**config.mk**
```make
export PLATFORM = sky130hd
export DESIGN_NAME = cpuDatapath
export DESIGN_NICKNAME = d
export VERILOG_FILES = /design/src/source/datapathPkg.sv /design/src/source/alu.sv /design/src/source/conditionFlags.sv /design/src/source/cpuDatapath.sv /design/src/source/registerFile.sv /design/src/source/specialRegisters.sv
export SDC_FILE = /design/constraint.sdc
export NUM_CORES = 1
export LEC_CHECK = 0
export ABC_AREA = 1
export BUFFER_PORTS_ARGS = -buffer_cell sky130_fd_sc_hd__clkbuf_2
export CAP_MARGIN = 20
export CELL_PAD_IN_SITES_DETAIL_PLACEMENT = 1
export CELL_PAD_IN_SITES_GLOBAL_PLACEMENT = 2
export CORE_MARGIN = 2
export CORE_UTILIZATION = 36
export CTS_CLUSTER_DIAMETER = 30
export DETAILED_ROUTE_END_ITERATION = 7
export HOLD_SLACK_MARGIN = 0.03
export PLACE_DENSITY = 0.8
export SLEW_MARGIN = 20
export SYNTH_ARGS = -nofsm -noshare
export SYNTH_HDL_FRONTEND = slang
export SYNTH_SLANG_ARGS = --single-unit
```
**constraint.sdc**
```tcl
create_clock -name Clock -period 3.9 [get_ports Clock]
set_input_delay 0.195 -clock Clock [delete_from_list [all_inputs] [get_ports Clock]]
set_output_delay 0.195 -clock Clock [all_outputs]
set_load 0.01 [all_outputs]
```
**src/source/datapathPkg.sv**
```systemverilog
`default_nettype none

package datapathPkg;

	localparam int DataWidth = 16;
	localparam int RegNumWidth = 3; // Eight general registers.

	typedef logic [DataWidth-1:0] dataT;
	typedef logic [RegNumWidth-1:0] regNumT;

	typedef enum logic [2:0] {
		aluAdd = 3'd0,
		aluSub = 3'd1,
		aluAnd = 3'd2,
		aluOr = 3'd3,
		aluXor = 3'd4
	} aluOpT;

	// Sources that may drive the shared operand bus.
	typedef enum logic [2:0] {
		busMdr = 3'd0,
		busPc = 3'd1,
		busRegFile = 3'd2,
		busAluOut = 3'd3,
		busConst2 = 3'd4,
		busConst0 = 3'd5
	} busSrcT;

	// IR field that names the register file entry.
	typedef enum logic [1:0] {
		fieldA = 2'd0, // IR[11:9].
		fieldB = 2'd1, // IR[8:6].
		fieldC = 2'd2 // IR[5:3].
	} regNumSrcT;

	typedef enum logic [1:0] {
		selMinus = 2'd0,
		selZero = 2'd1,
		selOverflow = 2'd2,
		selCarry = 2'd3
	} flagSelT;

	typedef struct packed {
		logic zero;
		logic carry;
		logic overflow;
		logic minus;
	} flagsT;

	// One control word is applied by the controller every cycle.
	typedef struct packed {
		busSrcT busSrc;
		aluOpT aluOp;
		regNumSrcT regNumSrc;
		flagSelT jumpFlagSel;
		logic marWrite;
		logic mdrWrite;
		logic pcWrite;
		logic tWrite;
		logic irWrite;
		logic aluOutWrite;
		logic flagsWrite;
		logic regWrite;
		logic marFromAlu; // Else MAR loads from the bus.
		logic mdrFromAlu; // Else MDR loads from memory.
		logic regFromAlu; // Else the register file loads from the bus.
	} controlWordT;

endpackage

`default_nettype wire

```
**src/source/alu.sv**
```systemverilog
`timescale 1ns/100ps
`default_nettype none

module alu #(
	parameter int Width = datapathPkg::DataWidth
) (
	input datapathPkg::aluOpT op_i,
	input logic [Width-1:0] a_i,
	input logic [Width-1:0] b_i,
	output logic [Width-1:0] result_o,
	output datapathPkg::flagsT nextFlags_o
);
	import datapathPkg::*;

	logic arith;
	logic carryIn;
	logic [Width-1:0] bOperand;
	logic [Width:0] fullSum;
	logic [Width-1:0] lowSum;
	logic carryTop;
	logic carryBelowTop;
	logic [Width-1:0] result;

	assign arith = (op_i == aluAdd) || (op_i == aluSub);

	// Subtract is a plus not b plus one, on the same adder.
	assign carryIn = (op_i == aluSub);
	assign bOperand = carryIn ? ~b_i : b_i;

	assign fullSum = {1'b0, a_i} + {1'b0, bOperand} + {{Width{1'b0}}, carryIn};

	// The low bits are summed alone to recover the carry into the sign bit.
	assign lowSum = {1'b0, a_i[Width-2:0]} + {1'b0, bOperand[Width-2:0]}
		+ {{(Width-1){1'b0}}, carryIn};

	assign carryTop = arith & fullSum[Width]; // Logic operations carry nothing.
	assign carryBelowTop = arith & lowSum[Width-1];

	always_comb begin
		case (op_i)
			aluAdd, aluSub: begin
				result = fullSum[Width-1:0];
			end
			aluAnd: begin
				result = a_i & b_i;
			end
			aluOr: begin
				result = a_i | b_i;
			end
			aluXor: begin
				result = a_i ^ b_i;
			end
			default: begin
				result = '0;
			end
		endcase
	end

	assign result_o = result;

	assign nextFlags_o.zero = (result == '0);
	assign nextFlags_o.carry = carryTop;
	assign nextFlags_o.overflow = carryTop ^ carryBelowTop; // Signed overflow.
	assign nextFlags_o.minus = result[Width-1];

	// The controller must never issue the retired duplicate subtract code.
	always_comb begin
		assert (op_i inside {aluAdd, aluSub, aluAnd, aluOr, aluXor})
			else $error("alu: undefined operation code %0d", op_i);
	end

endmodule

`default_nettype wire

```
**src/source/conditionFlags.sv**
```systemverilog
`timescale 1ns/100ps
`default_nettype none

module conditionFlags (
	input logic Clock,
	input logic rstN_i,
	input logic flagsWrite_i,
	input datapathPkg::flagsT nextFlags_i,
	input datapathPkg::flagSelT jumpFlagSel_i,
	output datapathPkg::flagsT flags_o,
	output logic jumpTaken_o
);
	import datapathPkg::*;

	flagsT flagsQ;

	// All four flags share one write enable.
	always_ff @(posedge Clock or negedge rstN_i) begin
		if (!rstN_i) begin
			flagsQ <= '0;
		end else if (flagsWrite_i) begin
			flagsQ <= nextFlags_i;
		end
	end

	always_comb begin
		case (jumpFlagSel_i)
			selMinus: jumpTaken_o = flagsQ.minus;
			selZero: jumpTaken_o = flagsQ.zero;
			selOverflow: jumpTaken_o = flagsQ.overflow;
			default: jumpTaken_o = flagsQ.carry;
		endcase
	end

	assign flags_o = flagsQ;

	// Flags stay cleared past the first active cycle unless that cycle wrote them.
	assert property (@(posedge Clock)
		$rose(rstN_i) && !flagsWrite_i |=> flags_o == '0)
		else $error("conditionFlags: flags not clear after reset");

endmodule

`default_nettype wire

```
**src/source/cpuDatapath.sv**
```systemverilog
`timescale 1ns/100ps
`default_nettype none

module cpuDatapath (
	input logic Clock,
	input logic rstN_i,
	input datapathPkg::controlWordT ctrl_i,
	input datapathPkg::dataT memReadData_i,
	output datapathPkg::dataT memAddr_o,
	output datapathPkg::dataT memWriteData_o,
	output datapathPkg::dataT ir_o,
	output datapathPkg::dataT pc_o,
	output datapathPkg::flagsT flags_o,
	output logic jumpTaken_o
);
	import datapathPkg::*;

	dataT bus;
	dataT tWord;
	dataT aluResult;
	dataT regReadData;
	dataT regWriteData;
	regNumT regNum;
	flagsT nextFlags;

	specialRegisters #(
		.Width(DataWidth)
	) specialRegisters_inst (
		.Clock(Clock),
		.rstN_i(rstN_i),
		.ctrl_i(ctrl_i),
		.memReadData_i(memReadData_i),
		.regReadData_i(regReadData),
		.aluResult_i(aluResult),
		.bus_o(bus),
		.t_o(tWord),
		.regNum_o(regNum),
		.regWriteData_o(regWriteData),
		.mar_o(memAddr_o),
		.mdr_o(memWriteData_o),
		.ir_o(ir_o),
		.pc_o(pc_o)
	);

	registerFile #(
		.Width(DataWidth)
	) registerFile_inst (
		.Clock(Clock),
		.rstN_i(rstN_i),
		.regNum_i(regNum),
		.regWrite_i(ctrl_i.regWrite),
		.writeData_i(regWriteData),
		.readData_o(regReadData)
	);

	// T is the left operand and the bus the right one.
	alu #(
		.Width(DataWidth)
	) alu_inst (
		.op_i(ctrl_i.aluOp),
		.a_i(tWord),
		.b_i(bus),
		.result_o(aluResult),
		.nextFlags_o(nextFlags)
	);

	conditionFlags conditionFlags_inst (
		.Clock(Clock),
		.rstN_i(rstN_i),
		.flagsWrite_i(ctrl_i.flagsWrite),
		.nextFlags_i(nextFlags),
		.jumpFlagSel_i(ctrl_i.jumpFlagSel),
		.flags_o(flags_o),
		.jumpTaken_o(jumpTaken_o)
	);

endmodule

`default_nettype wire

```
**src/source/registerFile.sv**
```systemverilog
`timescale 1ns/100ps
`default_nettype none

module registerFile #(
	parameter int Width = datapathPkg::DataWidth
) (
	input logic Clock,
	input logic rstN_i,
	input datapathPkg::regNumT regNum_i,
	input logic regWrite_i,
	input logic [Width-1:0] writeData_i,
	output logic [Width-1:0] readData_o
);
	import datapathPkg::*;

	localparam int RegCount = 2 ** RegNumWidth;

	logic [Width-1:0] regs [RegCount];
	logic [RegCount-1:0] writeSel;

	// One-hot write decode of the register number.
	assign writeSel = regWrite_i ? (RegCount'(1) << regNum_i) : '0;

	always_ff @(posedge Clock or negedge rstN_i) begin
		if (!rstN_i) begin
			for (int i = 0; i < RegCount; i++) begin
				regs[i] <= '0;
			end
		end else begin
			for (int i = 0; i < RegCount; i++) begin
				if (writeSel[i]) begin
					regs[i] <= writeData_i;
				end
			end
		end
	end

	// Reads go straight onto the bus source within the cycle.
	assign readData_o = regs[regNum_i];

	// The register number comes from the IR through the special registers,
	// so an unknown IR field would corrupt some entry.
	assert property (@(posedge Clock) disable iff (!rstN_i)
		regWrite_i |-> !$isunknown(regNum_i))
		else $error("registerFile: write with unknown register number");

endmodule

`default_nettype wire

```
**src/source/specialRegisters.sv**
```systemverilog
`timescale 1ns/100ps
`default_nettype none

module specialRegisters #(
	parameter int Width = datapathPkg::DataWidth
) (
	input logic Clock,
	input logic rstN_i,
	input datapathPkg::controlWordT ctrl_i,
	input logic [Width-1:0] memReadData_i,
	input logic [Width-1:0] regReadData_i,
	input logic [Width-1:0] aluResult_i,
	output logic [Width-1:0] bus_o,
	output logic [Width-1:0] t_o,
	output datapathPkg::regNumT regNum_o,
	output logic [Width-1:0] regWriteData_o,
	output logic [Width-1:0] mar_o,
	output logic [Width-1:0] mdr_o,
	output logic [Width-1:0] ir_o,
	output logic [Width-1:0] pc_o
);
	import datapathPkg::*;

	logic [Width-1:0] marQ;
	logic [Width-1:0] mdrQ;
	logic [Width-1:0] pcQ;
	logic [Width-1:0] tQ;
	logic [Width-1:0] irQ;
	logic [Width-1:0] aluOutQ;
	logic [Width-1:0] busWord;
	logic [Width-1:0] marNext;
	logic [Width-1:0] mdrNext;

	// One source at a time drives the operand bus.
	always_comb begin
		case (ctrl_i.busSrc)
			busMdr: busWord = mdrQ;
			busPc: busWord = pcQ;
			busRegFile: busWord = regReadData_i;
			busAluOut: busWord = aluOutQ;
			busConst2: busWord = Width'(2);
			default: busWord = '0;
		endcase
	end

	always_comb begin
		case (ctrl_i.regNumSrc)
			fieldA: regNum_o = irQ[11:9];
			fieldB: regNum_o = irQ[8:6];
			fieldC: regNum_o = irQ[5:3];
			default: regNum_o = '0;
		endcase
	end

	assign marNext = ctrl_i.marFromAlu ? aluResult_i : busWord;
	assign mdrNext = ctrl_i.mdrFromAlu ? aluResult_i : memReadData_i;
	assign regWriteData_o = ctrl_i.regFromAlu ? aluResult_i : busWord;

	always_ff @(posedge Clock or negedge rstN_i) begin
		if (!rstN_i) begin
			marQ <= '0;
			mdrQ <= '0;
			pcQ <= '0;
			tQ <= '0;
			irQ <= '0;
			aluOutQ <= '0;
		end else begin
			if (ctrl_i.marWrite) begin
				marQ <= marNext;
			end
			if (ctrl_i.mdrWrite) begin
				mdrQ <= mdrNext;
			end
			if (ctrl_i.pcWrite) begin
				pcQ <= aluResult_i; // PC always steps through the ALU.
			end
			if (ctrl_i.tWrite) begin
				tQ <= busWord;
			end
			if (ctrl_i.irWrite) begin
				irQ <= mdrQ; // Instruction fetch goes through MDR.
			end
			if (ctrl_i.aluOutWrite) begin
				aluOutQ <= aluResult_i;
			end
		end
	end

	assign bus_o = busWord;
	assign t_o = tQ;
	assign mar_o = marQ;
	assign mdr_o = mdrQ;
	assign ir_o = irQ;
	assign pc_o = pcQ;

	// The controller never leaves the bus undriven once out of reset.
	assert property (@(posedge Clock) disable iff (!rstN_i)
		ctrl_i.busSrc inside {busMdr, busPc, busRegFile, busAluOut, busConst2, busConst0})
		else $error("specialRegisters: undefined bus source %0d", ctrl_i.busSrc);

endmodule

`default_nettype wire

```
==> metrics.txt, run 1 <==
status finished with violations; failing checks setup timing; post-DP HPWL 32800 µm; top cell type's share of synthesized area 0.474; routability cong. between 0.9 and 1; Vias/cell roughly 5.3; grt ovf 0; clk root buf clkbuf_16; Synth Cell Area 12000 µm²; worst min-delay path category primary input to flop; Worst Path Required approximately 4.4 ns; ys async rst share 1.00; die area 34900 µm²; Final setup viols 1; CP max FO 15; most common cell in the netlist nand2_1; first-pass GRT wire length between 70000 and 80000 µm; register bit total from synthesis 228; CP startpoint kind flop; area growth from synthesis to layout 39.7%; total clock sinks 228; top cell type by total area after synthesis dfrtp_1; Max Slew Vio Count 0; Worst-Margin Slew roughly 1.1 ns; sequential fraction of the synthesis area 0.474; synth warn 0; Clock Pin Slew Worst Setup and Hold Paths 0.05 ns; DRC viols 0; num rows 66; pin count of the biggest net entering global routing ~120; worst skew pair latency between 0.5 and 0.6 ns; IR drop worst, VDD about 350 µV; Synth top cells by count nand2_1, dfrtp_1, o21ai_0, inv_1, nor2_1; DR vias around 12000; kind of critical path flop to flop; Routed Wire Length 46500 µm; final-stage net count ~1800; vias in the first global route between 10000 and 15000; CP Data Arrival Time between 4 and 5 ns; DRT Pass-1 Iters 5; GRT Util Overall 0.267; CP max-delay cell dfrtp_1; Pwr Density just under 700 nW/µm²; Core Util, Final 0.513; wire length per cell approximately 21 µm; fin crit share 1.01; Final Hold Fails 0; slew margin rel. 0.288; fmax approximately 250 MHz; Most used DFF post-synth dfrtp_1; die width around 190 µm; CTS tree done; antenna-violating nets left 0; Syn Inst Count 1460; CP endpoint kind flop; maximum root-to-sink buffer count 3; die height around 190 µm; Netlist cell types 43; final worst slack -0.0270 ns; Core Area around 33000 µm²; min cycle time layout 3.93 ns; Inserted Diodes 0; max-cap viol count 0; top cells by area, synth dfrtp_1, nand2_1, o21ai_0; layout cells sized above 1 0.283; initial core utilization 0.367; final setup TNS -0.0270 ns; Iter 0 DRT Violations ~680; CTS buffer count 61; Syn Nets around 1500; # IOs roughly 110; max incr delay on CP just under 0.4 ns; Port Buf Inserts ~110; Leak 8.11 nW; filler instances ~3800; Post-synth EDFFs 0; RSZ-0062 raised after global routing true; H-tree levels 2; clock skew 0.0199 ns; initial antenna violation count 0; syn_area_per_cell 8.25 µm²
-- worst max-delay path, delay by kind of cell (launching register included) --
kind	cells	cell delay [ns]
AO/OA/AOI/OAI	2	0.26
XOR/XNOR	1	0.16
adder cells (fa/ha/maj)	1	0.33
buffers and inverters	2	0.29
flip-flops	1	0.39
AND/OR/NAND/NOR	24	2.42
-- where the power goes --
part	switching (mW)	total, mW	internal [mW]
clock	1.68	5.32	3.64
sequential	0.505	3.59	3.09
combinational	1.62	2.75	1.13
-- placed cells by master, fill, tap and decap left out, types with 8 or more instances in the layout --
cell,netlist,final
nand2_2,10,32
clkbuf_2,0,106
nand3_2,8,18
a21oi_2,1,11
a221oi_1,22,22
clkinv_2,0,9
nand2_1,340,314
nand4_1,9,9
a31oi_1,9,8
dfrtp_1,228,228
dlygate4sd3_1,0,19
clkbuf_16,0,61
clkinvlp_4,0,17
o21ai_1,31,60
nand3_1,74,64
o22ai_1,66,62
o21ai_2,12,18
a21oi_1,36,25
bufinv_16,0,11
xor2_1,16,11
nor2_1,99,92
buf_4,0,121
o21ai_0,218,183
mux2_2,9,9
inv_2,8,10
buf_12,0,9
inv_1,111,106
ha_1,49,47
-- worst paths after layout --
kind                                                       from                              end  slack [ns]  cells past startpoint
worst max register to register    specialRegisters_inst.ir_o[7]   conditionFlags_inst.flags_o[3]       -0.03                     30
min in group asynchronous                                rstN_i      registerFile_inst.regs[124]        0.27                      2
max in group asynchronous                                rstN_i       registerFile_inst.regs[94]        2.63                      3
worst max-delay path              specialRegisters_inst.ir_o[7]   conditionFlags_inst.flags_o[3]       -0.03                     30
worst min register to register  specialRegisters_inst.mar_o[15]  specialRegisters_inst.mar_o[15]        0.48                      2
worst min-delay path                                 ctrl_i[10]  specialRegisters_inst.mar_o[13]        0.13                      3
-- flip-flops by register name, indices dropped and copies added (netlist names) --
| register | flops |
|---|---|
| specialRegisters_inst.t_o | 16 |
| specialRegisters_inst.pc_o | 16 |
| specialRegisters_inst.ir_o | 16 |
| registerFile_inst.regs | 128 |
| conditionFlags_inst.flags_o | 4 |
| specialRegisters_inst.mdr_o | 16 |
| specialRegisters_inst.mar_o | 16 |
| specialRegisters_inst.aluOutQ | 16 |
-- layout make-up --
| cell class | count | area (µm²) | area share |
|---|---|---|---|
| Clock buffer | 64 | 1560 | 0.0926 |
| Clock inverter | 50 | 628 | 0.0373 |
| Inverter | 120 | 453 | 0.0269 |
| Multi-Input combinational cell | 1042 | 5970 | 0.355 |
| Sequential cell | 228 | 5710 | 0.339 |
| Tap cell | 442 | 553 | 0.0329 |
| Timing Repair Buffer | 265 | 1950 | 0.116 |
-- per-layer routing --
| layer | wire length (µm) | vias to the layer above | track usage | part of all wire |
|---|---|---|---|---|
| li1 | - | 5484 | - | - |
| met1 | 21200 | 5885 | 0.361 | 0.45 |
| met2 | 21800 | 310 | 0.440 | 0.47 |
| met3 | 2060 | 86 | 0.0349 | 0.044 |
| met4 | 1560 | 0 | 0.0943 | 0.034 |
| met5 | 0 | - | 0 | 0 |
-- logic make-up (layout without fill, tap and decap cells) --
logic type,Yosys count,count (layout),share of synthesized area
compound gates,406,406,0.192
xor+xnor,17,17,0.0124
fa+ha+maj,50,50,0.0526
buf+inv,190,499,0.0611
flops,228,228,0.474
mux,9,9,0.00841
simple gates,560,560,0.200
-- what timing repair did --
| action | in CTS | in global routing |
|---|---|---|
| cloned | 1 | 0 |
| endpoints found under the hold margin | 128 | 0 |
| gates resized for setup | 25 | 107 |
| hold buffers | 19 | 0 |
| setup endpoints to repair | 68 | 122 |
| buffers inserted | 5 | 6 |
| pin swaps | 10 | 44 |
-- through the flow --
step	instance area (µm²)	setup WS [ns]	cells	hold WS [ns]	power [mW]
after floorplan	12000	0.311	1460	-0.101	4.92
after global placement	13900	-0.0110	2064	0.339	5.99
after detailed placement	13900	-0.160	2064	0.348	6.10
after CTS	16400	-0.0000941	2203	0.111	11.6
after global routing	16800	-0.320	2211	0.131	12.3
final	16800	-0.0270	2211	0.132	11.7
No activity file was read; power rests on OpenSTA's default activity.
==> run 2, diff against run 1 <==
--- a/config.mk
+++ b/config.mk
@@ -14,6 +14,7 @@
 export CORE_UTILIZATION = 36
 export CTS_CLUSTER_DIAMETER = 30
 export DETAILED_ROUTE_END_ITERATION = 7
+export GPL_TIMING_DRIVEN = 0
 export HOLD_SLACK_MARGIN = 0.03
 export PLACE_DENSITY = 0.8
 export SLEW_MARGIN = 20
==> constraint.sdc (replaced) <==
create_clock -name Clock -period 3.9 [get_ports Clock]
set_input_delay 0.195 -clock Clock [delete_from_list [all_inputs] [get_ports Clock]]
set_output_delay 0.195 -clock Clock [all_outputs]
set_load 0.05 [all_outputs]
==> metrics.txt, run 2 (synthesis gave the netlist of run 1 again) <==
met2 WL 23200 µm (+6.4%); Worst Path Required 4.42 ns (about the same); die width 187 µm (unchanged); routability cong. 0.900 (-5.1%); pin count of the biggest net entering global routing 86 (-25%); die area 34900 µm² (unchanged); dpl ws -1.29 ns (-1.13 ns); worst r2r src specialRegisters_inst.ir_o[7]; Top reg by flops registerFile_inst.regs; initial antenna violation count 1 (+1); Largest register FFs 128 (unchanged); CP Data Arrival Time 4.54 ns (+0.10 ns); most common cell after layout, fill and taps aside nand2_1; num rows 66 (unchanged); Crit path max-delay family simple AND/OR/NAND/NOR gates; RSZ-0062 raised after global routing true; worst hold path endpoint specialRegisters_inst.aluOutQ[15]; failing checks setup timing; GRT Util Overall 0.282 (+0.0156); CP max-delay cell dfrtp_1; final worst slack -0.119 ns (-0.0922 ns); worst min-delay path category primary input to flop; most frequent cells in the layout nand2_1, dfrtp_1, o21ai_0, inv_1, clkbuf_2; min-delay src ctrl_i[5]; Clock Pin Slew Worst Setup and Hold Paths 0.05 ns (about the same); WP buf/inv 3 (+1); kind of critical path flop to flop; status finished with violations; uppermost layer routed met4; area growth from synthesis to layout 42.1%; min cycle time layout 4.02 ns (+0.0922 ns); DR vias 12000 (+2.1%); initial core utilization 0.367 (unchanged); FF-to-FF path depth 30 (unchanged); layout cells sized above 1 0.283 (-0.000491); final-stage net count 1810 (+0.17%); wire length per cell 22.6 µm (+7.3%); clk root buf clkbuf_16; reg-to-reg endpoint conditionFlags_inst.flags_o[3]; CP max FO 5 (-10); Worst-Margin Slew 0.958 ns (-0.109 ns); WHS Path Cells 3 (unchanged); internal reg-to-reg setup slack -0.12 ns (-0.09 ns); first-pass GRT wire length 76800 µm (+5.3%); worst skew pair latency 0.58 ns (about the same); CTS tree done; max incr delay on CP 0.40 ns (about the same); CP endpoint kind flop; Routed Wire Length 49900 µm (+7.2%); DRC viols 0 (unchanged); post-DP HPWL 33600 µm (+2.4%); most frequent cell on the critical path nor2_1; IR drop worst, VDD 380 µV (+7.6%); maximum root-to-sink buffer count 3 (unchanged); Overall Power 11.7 mW (about the same); vias in the first global route 12800 (+0.94%); Leak 8.06 nW (-0.61%); die height 187 µm (unchanged); fmax 249 MHz (-2.3%); Core Area 32800 µm² (unchanged); fin crit share 1.03 (+0.0236); max-cap viol count 0 (unchanged); H-tree levels 2 (unchanged); antenna-violating nets left 0 (unchanged); WL met1 22900 µm (+8.3%); Max Slew Vio Count 0 (unchanged); CP startpoint kind flop; grt ovf 0 (unchanged); Final setup viols 1 (unchanged); WL met3 2310 µm (+12%); total clock sinks 228 (unchanged); Final Hold Fails 0 (unchanged); # IOs 108 (unchanged); Pwr Density 681 nW/µm² (-1.8%); final hold slack 0.0440 ns (-0.0875 ns); slew margin rel. 0.359 (+0.0708); Iter 0 DRT Violations 870 (+29%); Port Buf Inserts 103 (-3.7%); Vias/cell 5.44 (+2.2%); CTS buffer count 56 (-8.2%); clock skew 0.0381 ns (+0.0183 ns); DRT Pass-1 Iters 5 (unchanged)
==> run 2: cell types whose count changed in the layout (fill, tap and decap cells not counted), sizes merged, moves of 2 or more <==
| cell | change |
|---|---|
| inv | -4 |
| bufinv | -6 |
| dlygate4sd3 | +2 |
| buf | -39 |
| clkbuf | +56 |
| clkinvlp | -14 |
==> run 2: worst register-to-register path: cells and delay by family, from the launching register on <==
kind	cells	cell delay [ns]
XOR/XNOR	1	0.17
flip-flops	1	0.40
AO/OA/AOI/OAI	3	0.48
adder cells (fa/ha/maj)	1	0.34
buffers and inverters	3	0.34
AND/OR/NAND/NOR	22	2.27
==> run 2: power breakdown <==
part           switching (mW)  internal (mW)  total, mW
Combinational            2.21           1.23       3.43
Clock                    1.50           3.12       4.62
Sequential              0.510           3.09       3.60
Total                    4.21           7.44       11.7
==> run 2: worst max-delay path by stage <==
stage | from | slack, ns | to | cells past startpoint
after global routing | specialRegisters_inst.ir_o[7] | -0.35 | conditionFlags_inst.flags_o[3] | 31
after CTS | specialRegisters_inst.ir_o[7] | -0.08 | conditionFlags_inst.flags_o[3] | 30
after floorplan | specialRegisters_inst.ir_o[4] | 0.01 | conditionFlags_inst.flags_o[3] | 27
after global placement | rstN_i | -2.34 | specialRegisters_inst.ir_o[13] | 1
after detailed placement | ctrl_i[17] | -1.29 | conditionFlags_inst.flags_o[3] | 22
final | specialRegisters_inst.ir_o[7] | -0.12 | conditionFlags_inst.flags_o[3] | 30
==> run 2: layer usage <==
layer,up-vias,track usage
li1,5506,-
met1,6047,0.387
met2,356,0.459
met3,101,0.0430
met4,0,0.0916
met5,-,0
==> run 2: through the flow <==
stage / TNS, ns / utilization / area (µm²) / std cells
global route: -6.18 / 0.522 / 17100 / 2207
CTS: -0.306 / 0.505 / 16500 / 2188
global placement: -624.63 / 0.400 / 13100 / 2005
detailed placement: -104.31 / 0.402 / 13200 / 2008
floorplan: 0 / - / 12000 / 1460
finish: -0.119 / 0.522 / 17100 / 2208
==> run 2: timing repair <==
item                       4_1_cts  5_1_grt
setup endpoints to repair      179      160
resized for setup              193       99
cloned                           4        0
setup buffers                   53       19
hold buffers                    21        0
hold endpoints to repair        99        0
pin swaps                       58       51
==> run 2: final cells by class <==
| class | count | area (µm²) |
|---|---|---|
| fill | 3812 | 15700 |
| antenna | 1 | 2.50 |
| buffer | 70 | 427 |
| clock inverter | 27 | 333 |
| timing repair buffer | 203 | 1570 |
| multi-input combinational | 1042 | 6500 |
| sequential | 228 | 5710 |
| tap | 442 | 553 |
| inverter | 120 | 468 |
| clock buffer | 75 | 1560 |
